$ cat src/source/link_pkg.sv
package link_pkg;

    localparam int FRAME_BITS = 11;                      // Start, 8 data, parity, stop

    typedef logic [3:0] nibble_t;                        // Payload value
    typedef logic [7:0] code_t;                          // Bit 0 overall parity, 1..7 Hamming

    typedef struct packed {
        nibble_t data;                                   // Decoded payload
        logic    corrected;                              // Single error fixed
        logic    uncorrectable;                          // Double error seen
        logic    parity_error;                           // UART parity mismatch
        logic    framing_error;                          // Stop bit was low
    } rx_word_t;

    typedef struct packed {
        code_t code;                                     // Raw received byte
        logic  parity_error;
        logic  framing_error;
    } uart_word_t;

    // Hamming (7,4) with check bits at 1, 2, 4 and overall parity in bit 0
    function automatic code_t secded_encode(input nibble_t d);
        code_t c;
        c      = '0;
        c[3]   = d[0];                                   // Data positions
        c[5]   = d[1];
        c[6]   = d[2];
        c[7]   = d[3];
        c[1]   = c[3] ^ c[5] ^ c[7];                     // Covers odd positions
        c[2]   = c[3] ^ c[6] ^ c[7];
        c[4]   = c[5] ^ c[6] ^ c[7];
        c[0]   = ^c[7:1];                                // Even over all 8 bits
        return c;
    endfunction

    function automatic logic [2:0] secded_syndrome(input code_t c);
        logic [2:0] s;
        s[0] = c[1] ^ c[3] ^ c[5] ^ c[7];
        s[1] = c[2] ^ c[3] ^ c[6] ^ c[7];
        s[2] = c[4] ^ c[5] ^ c[6] ^ c[7];
        return s;                                        // Position of a single flip
    endfunction

endpackage

$ cat src/source/link_rx.sv
`timescale 1ns/1ps

module link_rx import link_pkg::*; #(
    parameter int CLK_FREQ   = 50_000_000,
    parameter int BAUD_RATE  = 5_000_000,
    parameter bit ODD_PARITY = 1'b0
) (
    input  logic     clk,
    input  logic     rst_n,
    input  logic     rx_line,
    output logic     rx_valid,                           // 1-cycle, with rx_word
    output rx_word_t rx_word
);

    logic       u_done;
    uart_word_t u_word;
    logic [2:0] syn;
    logic       odd_all;                                 // Overall parity fails
    rx_word_t   dec;

    assign syn     = secded_syndrome(u_word.code);
    assign odd_all = ^u_word.code;

    // SECDED decode of the raw byte
    always_comb begin
        code_t fixed;
        fixed             = u_word.code;
        dec.corrected     = 1'b0;
        dec.uncorrectable = 1'b0;
        if (syn != 3'd0 && odd_all) begin
            fixed[syn]    = ~fixed[syn];                 // Single error at syndrome position
            dec.corrected = 1'b1;
        end else if (syn == 3'd0 && odd_all) begin
            dec.corrected = 1'b1;                        // Only the overall bit was hit
        end else if (syn != 3'd0) begin
            dec.uncorrectable = 1'b1;                    // Even parity, nonzero syndrome
        end
        dec.data          = {fixed[7], fixed[6], fixed[5], fixed[3]};
        dec.parity_error  = u_word.parity_error;         // Passed through as is
        dec.framing_error = u_word.framing_error;
    end

    always_ff @(posedge clk or negedge rst_n) begin
        if (!rst_n) begin
            rx_valid <= 1'b0;
        end else begin
            rx_valid <= u_done;
        end
    end

    always_ff @(posedge clk) begin
        if (u_done) rx_word <= dec;
    end

    uart_rx #(
        .CLK_FREQ   (CLK_FREQ),
        .BAUD_RATE  (BAUD_RATE),
        .ODD_PARITY (ODD_PARITY)
    ) uart_rx_i (
        .clk   (clk),
        .rst_n (rst_n),
        .line  (rx_line),
        .done  (u_done),
        .word  (u_word)
    );

endmodule

$ cat src/source/link_top.sv
`timescale 1ns/1ps

module link_top import link_pkg::*; #(
    parameter int CLK_FREQ   = 50_000_000,
    parameter int BAUD_RATE  = 5_000_000,
    parameter bit ODD_PARITY = 1'b0                      // 0 even, 1 odd
) (
    input  logic     clk,
    input  logic     rst_n,
    input  logic     send,
    input  nibble_t  send_data,
    output logic     ready,
    output logic     tx_line,                            // Serial out
    input  logic     rx_line,                            // Serial in
    output logic     rx_valid,
    output rx_word_t rx_word
);

    link_tx #(
        .CLK_FREQ   (CLK_FREQ),
        .BAUD_RATE  (BAUD_RATE),
        .ODD_PARITY (ODD_PARITY)
    ) link_tx_i (
        .clk       (clk),
        .rst_n     (rst_n),
        .send      (send),
        .send_data (send_data),
        .ready     (ready),
        .tx_line   (tx_line)
    );

    link_rx #(
        .CLK_FREQ   (CLK_FREQ),
        .BAUD_RATE  (BAUD_RATE),
        .ODD_PARITY (ODD_PARITY)
    ) link_rx_i (
        .clk      (clk),
        .rst_n    (rst_n),
        .rx_line  (rx_line),
        .rx_valid (rx_valid),
        .rx_word  (rx_word)
    );

endmodule

$ cat src/source/link_tx.sv
`timescale 1ns/1ps

module link_tx import link_pkg::*; #(
    parameter int CLK_FREQ   = 50_000_000,
    parameter int BAUD_RATE  = 5_000_000,
    parameter bit ODD_PARITY = 1'b0
) (
    input  logic    clk,
    input  logic    rst_n,
    input  logic    send,                                // 1-cycle request
    input  nibble_t send_data,
    output logic    ready,                               // High when a send is taken
    output logic    tx_line
);

    logic  accept;
    logic  start_q;                                      // Launch strobe to serializer
    logic  busy;
    code_t code_q;                                       // Held for the whole frame

    assign accept = send && ready;                       // Sends while busy are dropped

    always_ff @(posedge clk or negedge rst_n) begin
        if (!rst_n) begin
            ready   <= 1'b1;
            start_q <= 1'b0;
        end else begin
            start_q <= accept;
            if (accept) begin
                ready <= 1'b0;
            end else if (!ready && !start_q && !busy) begin
                ready <= 1'b1;                           // Serializer back to idle
            end
        end
    end

    always_ff @(posedge clk) begin
        if (accept) code_q <= secded_encode(send_data);
    end

    uart_tx #(
        .CLK_FREQ   (CLK_FREQ),
        .BAUD_RATE  (BAUD_RATE),
        .ODD_PARITY (ODD_PARITY)
    ) uart_tx_i (
        .clk   (clk),
        .rst_n (rst_n),
        .start (start_q),
        .code  (code_q),
        .busy  (busy),
        .line  (tx_line)
    );

endmodule

$ cat src/source/uart_rx.sv
`timescale 1ns/1ps

module uart_rx import link_pkg::*; #(
    parameter int CLK_FREQ   = 50_000_000,
    parameter int BAUD_RATE  = 5_000_000,
    parameter bit ODD_PARITY = 1'b0
) (
    input  logic       clk,
    input  logic       rst_n,
    input  logic       line,                             // Asynchronous serial input
    output logic       done,                             // 1-cycle, word valid with it
    output uart_word_t word
);

    localparam int CLKS_PER_BIT = CLK_FREQ / BAUD_RATE;
    localparam int CNT_W        = $clog2(CLKS_PER_BIT);

    typedef enum logic [2:0] {
        RX_IDLE,
        RX_START,
        RX_DATA,
        RX_PARITY,
        RX_STOP
    } rx_state_t;

    rx_state_t        state;
    logic [1:0]       sync;                              // Two-flop synchronizer
    logic             line_s;
    logic             line_d;                            // For falling edge detect
    logic [CNT_W-1:0] cnt;
    logic [2:0]       idx;
    code_t            shreg;                             // LSB arrives first
    logic             par_q;                             // Sampled parity bit
    logic             bit_mid;
    logic             half_mid;
    logic             stop_hit;

    assign line_s   = sync[1];
    assign bit_mid  = (cnt == CNT_W'(CLKS_PER_BIT - 1));
    assign half_mid = (cnt == CNT_W'(CLKS_PER_BIT / 2 - 1));
    assign stop_hit = (state == RX_STOP) && bit_mid;

    always_ff @(posedge clk or negedge rst_n) begin
        if (!rst_n) begin
            sync   <= 2'b11;                             // Line idles high
            line_d <= 1'b1;
            state  <= RX_IDLE;
            cnt    <= '0;
            idx    <= '0;
            done   <= 1'b0;
        end else begin
            sync   <= {sync[0], line};
            line_d <= line_s;
            done   <= stop_hit;
            case (state)
                RX_IDLE: begin
                    cnt <= '0;
                    if (line_d && !line_s) state <= RX_START;   // Falling edge
                end
                RX_START: begin
                    if (half_mid) begin
                        cnt   <= '0;
                        idx   <= '0;
                        state <= line_s ? RX_IDLE : RX_DATA;    // Reject glitch
                    end else begin
                        cnt <= cnt + 1'b1;
                    end
                end
                RX_DATA: begin
                    if (bit_mid) begin
                        cnt <= '0;
                        idx <= idx + 1'b1;
                        if (idx == 3'd7) state <= RX_PARITY;
                    end else begin
                        cnt <= cnt + 1'b1;
                    end
                end
                RX_PARITY: begin
                    if (bit_mid) begin
                        cnt   <= '0;
                        state <= RX_STOP;
                    end else begin
                        cnt <= cnt + 1'b1;
                    end
                end
                default: begin                           // Stop bit
                    if (bit_mid) state <= RX_IDLE;       // Back to idle at stop centre
                    else cnt <= cnt + 1'b1;
                end
            endcase
        end
    end

    // Payload capture at the bit centres
    always_ff @(posedge clk) begin
        if (state == RX_DATA && bit_mid) shreg <= {line_s, shreg[7:1]};
        if (state == RX_PARITY && bit_mid) par_q <= line_s;
        if (stop_hit) begin
            word.code          <= shreg;
            word.parity_error  <= ODD_PARITY ? ~(^{shreg, par_q}) : ^{shreg, par_q};
            word.framing_error <= ~line_s;               // Stop must be high
        end
    end

endmodule

$ cat src/source/uart_tx.sv
`timescale 1ns/1ps

module uart_tx import link_pkg::*; #(
    parameter int CLK_FREQ   = 50_000_000,
    parameter int BAUD_RATE  = 5_000_000,
    parameter bit ODD_PARITY = 1'b0
) (
    input  logic  clk,
    input  logic  rst_n,
    input  logic  start,                                 // 1-cycle launch strobe
    input  code_t code,                                  // Held stable by caller while busy
    output logic  busy,
    output logic  line
);

    localparam int CLKS_PER_BIT = CLK_FREQ / BAUD_RATE;
    localparam int CNT_W        = $clog2(CLKS_PER_BIT);

    typedef enum logic [2:0] {
        TX_IDLE,
        TX_START,
        TX_DATA,
        TX_PARITY,
        TX_STOP
    } tx_state_t;

    tx_state_t  state;
    logic [CNT_W-1:0] cnt;                               // Cycles within a bit period
    logic [2:0] idx;                                     // Data bit being sent
    logic       par;
    logic       bit_end;

    assign par     = ODD_PARITY ? ~(^code) : ^code;      // Makes total ones even or odd
    assign bit_end = (cnt == CNT_W'(CLKS_PER_BIT - 1));
    assign busy    = (state != TX_IDLE);

    always_ff @(posedge clk or negedge rst_n) begin
        if (!rst_n) begin
            state <= TX_IDLE;
            cnt   <= '0;
            idx   <= '0;
            line  <= 1'b1;                               // Idle high
        end else if (state == TX_IDLE) begin
            line <= 1'b1;
            cnt  <= '0;
            if (start) begin
                state <= TX_START;
                line  <= 1'b0;                           // Start bit from next cycle
            end
        end else if (!bit_end) begin
            cnt <= cnt + 1'b1;
        end else begin
            cnt <= '0;
            case (state)
                TX_START: begin
                    state <= TX_DATA;
                    idx   <= '0;
                    line  <= code[0];                    // LSB first
                end
                TX_DATA: begin
                    if (idx == 3'd7) begin
                        state <= TX_PARITY;
                        line  <= par;
                    end else begin
                        idx  <= idx + 1'b1;
                        line <= code[idx + 3'd1];
                    end
                end
                TX_PARITY: begin
                    state <= TX_STOP;
                    line  <= 1'b1;
                end
                default: begin                           // End of stop bit
                    state <= TX_IDLE;
                    line  <= 1'b1;
                end
            endcase
        end
    end

endmodule
$ cat config.mk
export PLATFORM = sky130hd
export DESIGN_NAME = link_top
export DESIGN_NICKNAME = d
export VERILOG_FILES = /design/src/source/link_pkg.sv /design/src/source/link_rx.sv /design/src/source/link_top.sv /design/src/source/link_tx.sv /design/src/source/uart_rx.sv /design/src/source/uart_tx.sv
export SDC_FILE = /design/constraint.sdc
export NUM_CORES = 1
export LEC_CHECK = 0
export BUFFER_PORTS_ARGS = -buffer_cell sky130_fd_sc_hd__buf_4
export CAP_MARGIN = 20
export CORE_MARGIN = 10
export CORE_UTILIZATION = 60
export DETAILED_ROUTE_END_ITERATION = 12
export GPL_ROUTABILITY_DRIVEN = 0
export GPL_TIMING_DRIVEN = 0
export PLACE_DENSITY_LB_ADDON = 0.2
export SKIP_CTS_REPAIR_TIMING = 1
export SLEW_MARGIN = 20
export SYNTH_ARGS = -nofsm -noshare
export SYNTH_HDL_FRONTEND = slang
export SYNTH_HIERARCHICAL = 1
export SYNTH_SLANG_ARGS = --single-unit
$ cat constraint.sdc
create_clock -name clk -period 3.1 [get_ports clk]
set_clock_uncertainty 0.05 [all_clocks]
set_input_delay 0.62 -clock clk [delete_from_list [all_inputs] [get_ports clk]]
set_output_delay 0.62 -clock clk [all_outputs]
set_load 0.005 [all_outputs]
# After elaboration in Yosys (flattened, before gate mapping)
# Cells that the tools add are included.
dict set report totals {
  elab_cells 145
  output_inout_bits 11
  register_bits 63
  in_bits 8
}
dict set report classes {
  mux 41
  bitwise_logic 18
  eq_ne 21
  n_reduce_logical 34
  addsub 4
  order_cmp 3
}
# operator count
set ops {}
lappend ops {{two-way mux 3 bit} 13}
lappend ops {{two-way mux 4 bit} 5}
lappend ops {{XOR reduction 8 bit} 2}
lappend ops {{bitwise XOR 1 bit} 15}
lappend ops {{equality test 3 x 2 -> 1 bit (second input constant)} 4}
lappend ops {{inequality test 2 bit (second input constant)} 6}
lappend ops {{one-hot mux 3 bit (2 select lines)} 2}
lappend ops {{one-hot mux 3 bit (4 select lines)} 1}
lappend ops {{one-hot mux 4 bit (3 select lines)} 1}
lappend ops {{two-way mux 1 bit} 11}
lappend ops {{logical AND 1 bit} 10}
lappend ops {{equality test 3 bit (second input constant)} 3}
lappend ops {{zero test 3 bit} 3}
lappend ops {{one-hot mux 3 bit (3 select lines)} 1}
lappend ops {{nonzero test 3 bit} 3}
lappend ops {{XOR reduction 9 bit} 1}
lappend ops {{adder 4 x 1 -> 4 bit (second input constant)} 2}
lappend ops {{bitwise mux 8 bit} 1}
lappend ops {{equality test 4 bit (second input constant)} 2}
lappend ops {{less-than comparator 3 x 4 -> 1 bit (second input constant)} 2}
lappend ops {{two-way mux 8 bit} 1}
lappend ops {{nonzero test 2 bit} 4}
lappend ops {{XOR reduction 7 bit} 1}
lappend ops {{adder 3 x 1 -> 3 bit (second input constant)} 2}
lappend ops {{other kinds (16)} 25}

# Depth between registers and ports, before layout
dict set report logic_depth {
  word_depth 9
  depth_mapped 6
  mapped_depth_nobuf 6
}

# Hierarchy
# Netlist, hierarchy kept.
# mod area_each_um2 cells_each n_inst seq_area_each_um2
set by_module_without_submodules {}
lappend by_module_without_submodules {uart_rx 1388.8 86 1 924.6}
lappend by_module_without_submodules {uart_tx 706.9 70 1 276.5}
lappend by_module_without_submodules {link_rx 656.9 57 1 265.3}
lappend by_module_without_submodules {link_tx 364.1 19 1 291.5}

# Worst setup path before layout
# Ideal clock, no wire load.
dict set report synth_timing {
  path_kind {reg-to-reg}
  from {register link_rx_i.uart_rx_i.cnt[1]}
  to {register link_rx_i/uart_rx_i/word[0] (netlist name), enable pin}
  required_ns 2.640
  t_arrival_ns 1.997
  setup_time_ns 0.410
  path_stages_with_launch 5
  path_slack_ns 0.643
  path_buffers 0
  period_less_slack_ns 2.457
  cell_sequence {dfrtp_1 inv_1 ha_1 nand3b_4 nor4b_1}
}
dict set report synth_via {
  elab_chain_len 2
}
# item line_no
set synth_lines {}
lappend synth_lines {{from (decl)} uart_rx.sv:30} ;# logic [CNT_W-1:0] cnt;
lappend synth_lines {{from (signal assigned)} uart_rx.sv:66} ;# cnt <= cnt + 1'b1;
lappend synth_lines {{from (signal assigned)} uart_rx.sv:75} ;# cnt <= cnt + 1'b1;
lappend synth_lines {{from (signal assigned)} uart_rx.sv:83} ;# cnt <= cnt + 1'b1;
lappend synth_lines {{equality test 4 bit} uart_rx.sv:39} ;# assign bit_mid = (cnt == CNT_W'(CLKS_PER_BIT - 1));
lappend synth_lines {{logical AND 1 bit} uart_rx.sv:41} ;# assign stop_hit = (state == RX_STOP) && bit_mid;
lappend synth_lines {{via link_rx_i.uart_rx_i.stop_hit} uart_rx.sv:36} ;# logic stop_hit;
lappend synth_lines {{to (decl)} uart_rx.sv:12} ;# output uart_word_t word
# The timed path passes the listed nets, and every way through them passes these cells.
# A chain may end at the register's enable or synchronous reset.

==> flow_summary.json <==
{
  "max_stage_delay_ps": 510,
  "drtIter0Drc": 143,
  "p_leak_nw": 1.41,
  "synth.distinct_cells": 52,
  "synth_async_sr_flop_share_pct": 44.4,
  "drv_slew": 0,
  "htree_levels": 3,
  "pre_cts_ws_ps": 890,
  "synth_warnings": 6,
  "hold_viol": 0,
  "cts.sinks": 63,
  "num_io_pins": 19,
  "syn-num-nets": 249,
  "setup_viol": 0,
  "final.min_clock_period_ps": 2210,
  "status": "completed",
  "holdCritPathClass": "input pin to asynchronous set/reset pin",
  "power_switching_uw": 736,
  "multi_input_area_mm2": 0.00129,
  "seqPwrFrac_pct": 49.2,
  "rsz0062_at_grt": "false",
  "vias": 1835,
  "yosys_most_used_dff": "edfxtp_1",
  "floorplan.die.height_um": 92.1,
  "area_growth_pct": 12.4,
  "firstDrtPassIters": 4,
  "grt_pass1_wl_mm": 8.29,
  "comb_power_share_pct": 27.7,
  "initial_core_util_pct": 61.4,
  "relSlewSlack_pct": 54.7,
  "fill_cells": 395,
  "switching_share_pct": 30.0,
  "dieArea_mm2": 0.00848,
  "finalHoldWorstSlack_ps": 145,
  "track_usage_pct": 12.1,
  "cap_violations": 0,
  "path_class": "register to register",
  "clockBufferDepth": 2,
  "peakVddDrop_uv": 506,
  "syn_area_mm2": 0.00312,
  "slowest_stage": "edfxtp_1",
  "cp.arrival_ps": 2240,
  "grt.overflow.total": 0,
  "path_common_cell": "mux2_2",
  "layoutNonFillerInstCount": 337,
  "wl_per_cell_um": 14.5,
  "period_share_pct": 71.4,
  "antenna_cells": 0,
  "synth_cells": 232,
  "max_freq_mhz": 452,
  "dp.cells": 321,
  "place_area_mm2": 0.00335,
  "layout_common_cells": "edfxtp_1, xnor2_1, dfrtp_1",
  "grt_max_degree": 29,
  "p_clk_share_pct": 23.1,
  "vias_per_cell": 5.45,
  "wl_mm": 4.90,
  "core_mm2": 0.00507,
  "dpl.hpwl_mm": 3.54,
  "cts_buffers": 9,
  "p_int_mw": 1.72,
  "drive_above_1_share_pct": 24.0,
  "cts_root_buf": "clkbuf_8",
  "worstPathRequired_ps": 3130,
  "cp-end-kind": "register",
  "fin_area_mm2": 0.00350,
  "rows": 26,
  "ys_seq_area_share_pct": 56.4,
  "fin_ws_ps": 885,
  "cp_max_fo": 6,
  "worstSetupStartpointType": "register",
  "synth.avg_cell_area_um2": 13.4,
  "final_nets": 279,
  "regArea_mm2": 0.00176,
  "clk_latency_ps": 330,
  "grt_pass1_vias": 1837,
  "power.density_mw_per_mm2": 702,
  "drc_errors": 0,
  "tightest_slew_ps": 677,
  "setup_tns_ps": 0,
  "clkSlewWorstSetupHoldPaths_ps": 70,
  "ant_nets": 0,
  "ys_seq_elements": 63,
  "antenna_found_initial": 0,
  "path_cells": "xor2_1 -> mux2_2 -> a221oi_1 -> a22oi_2 -> mux2_2",
  "dieWidth_um": 92.1,
  "cts_tree": "yes",
  "port_buffers": 18,
  "synth_edf_count": 35,
  "final_common_cell": "edfxtp_1"
}
[area by class of cell]
| cell class | count | area share [%] |
|---|---|---|
| inverter | 6 | 0.643 |
| clock buffer | 14 | 4.07 |
| sequential | 63 | 50.2 |
| timing repair buffer | 19 | 4.00 |
| buffer | 7 | 1.61 |
| tap | 70 | 2.50 |
| clock inverter | 2 | 0.250 |
| multi-input combinational | 156 | 36.7 |
[state kept, by name, summed over array words and instances, names as in the netlist, 3 cells and up]
register                   cells
link_rx_i/uart_rx_i/state      3
link_tx_i/uart_tx_i/idx        3
link_tx_i/code_q               8
link_rx_i/uart_rx_i/word      10
link_rx_i/uart_rx_i/cnt        4
link_tx_i/uart_tx_i/state      3
link_tx_i/uart_tx_i/cnt        4
link_rx_i/rx_word              8
link_rx_i/uart_rx_i/shreg      8
link_rx_i/uart_rx_i/idx        3
[cell families after synthesis]
logic type      after synthesis  share of synthesized area, %
compound gates               33                          8.47
flops                        63                          56.4
simple gates                 63                          12.2
buf+inv                      13                          2.53
xor+xnor                     39                          11.9
fa+ha+maj                     9                          3.61
mux                          12                          4.94
[power by group through the flow]
stage | Sequential, mW | Clock [mW] | Combinational (mW)
floorplan | 1.19 | 0 | 0.552
global placement | 1.21 | 0 | 0.650
detailed placement | 1.22 | 0 | 0.675
CTS | 1.21 | 0.581 | 0.684
global route | 1.23 | 0.614 | 0.756
finish | 1.21 | 0.566 | 0.681
[worst max-delay path: cells and delay by family, from the launching register on]
kind | cells | cell delay (ps)
compound gates | 2 | 470
xor+xnor | 1 | 280
flops | 1 | 510
mux | 2 | 650
[final timing paths]
check	start	to	slack, ps	depth (start not counted)
min in group clk	link_rx_i/uart_rx_i/sync[0]	link_rx_i/uart_rx_i/sync[1]	310	0
max in group asynchronous	rst_n	link_rx_i/uart_rx_i/line_d	2540	1
min	rst_n	link_tx_i/start_q	140	1
min reg2reg	link_rx_i/uart_rx_i/sync[0]	link_rx_i/uart_rx_i/sync[1]	310	0
max reg2reg	link_rx_i/uart_rx_i/word[7]	link_rx_i/rx_word[4]	890	5
max	link_rx_i/uart_rx_i/word[7]	link_rx_i/rx_word[4]	890	5
[synthesized netlist by cell type, types with 2 or more instances]
master / n / area share (%)
nand3_1: 6 / 0.96
dfrtp_1: 23 / 18
buf_6: 3 / 1.1
mux2_2: 9 / 3.3
nor2_1: 16 / 1.9
xor2_1: 10 / 2.8
xnor2_1: 26 / 7.3
mux2_4: 2 / 0.96
a221oi_1: 2 / 0.56
a22o_1: 9 / 2.5
a211oi_1: 2 / 0.48
nor3_1: 2 / 0.32
a22oi_2: 2 / 0.80
ha_1: 9 / 3.6
edfxtp_1: 35 / 34
xnor2_2: 2 / 1.0
inv_1: 6 / 0.72
dfstp_2: 5 / 4.2
and2_1: 4 / 0.80
nand2b_1: 3 / 0.60
nand2_1: 11 / 1.3
and3b_1: 3 / 0.84
o22ai_1: 2 / 0.40
buf_2: 3 / 0.48
a21oi_1: 3 / 0.48
nand3b_1: 4 / 0.96
o21ai_0: 4 / 0.64
nor2b_1: 2 / 0.40
[through the flow]
step / util (%) / power, mW
after floorplan: - / 1.74
after global placement: 65.8 / 1.86
after detailed placement: 66.0 / 1.90
after CTS: 69.0 / 2.47
after global routing: 69.0 / 2.60
final: 69.0 / 2.46
[per-layer routing]
layer / routed length, um / vias up / global-route usage (%) / share of wire [%]
met4: 88 / 0 / 6.94 / 1.8
li1: - / 900 / - / -
met2: 2310 / 33 / 18.6 / 47
met1: 2330 / 894 / 15.0 / 48
met5: 0 / - / 0 / 0
met3: 168 / 8 / 3.10 / 3.4
Power figures use the tool's default switching activity.
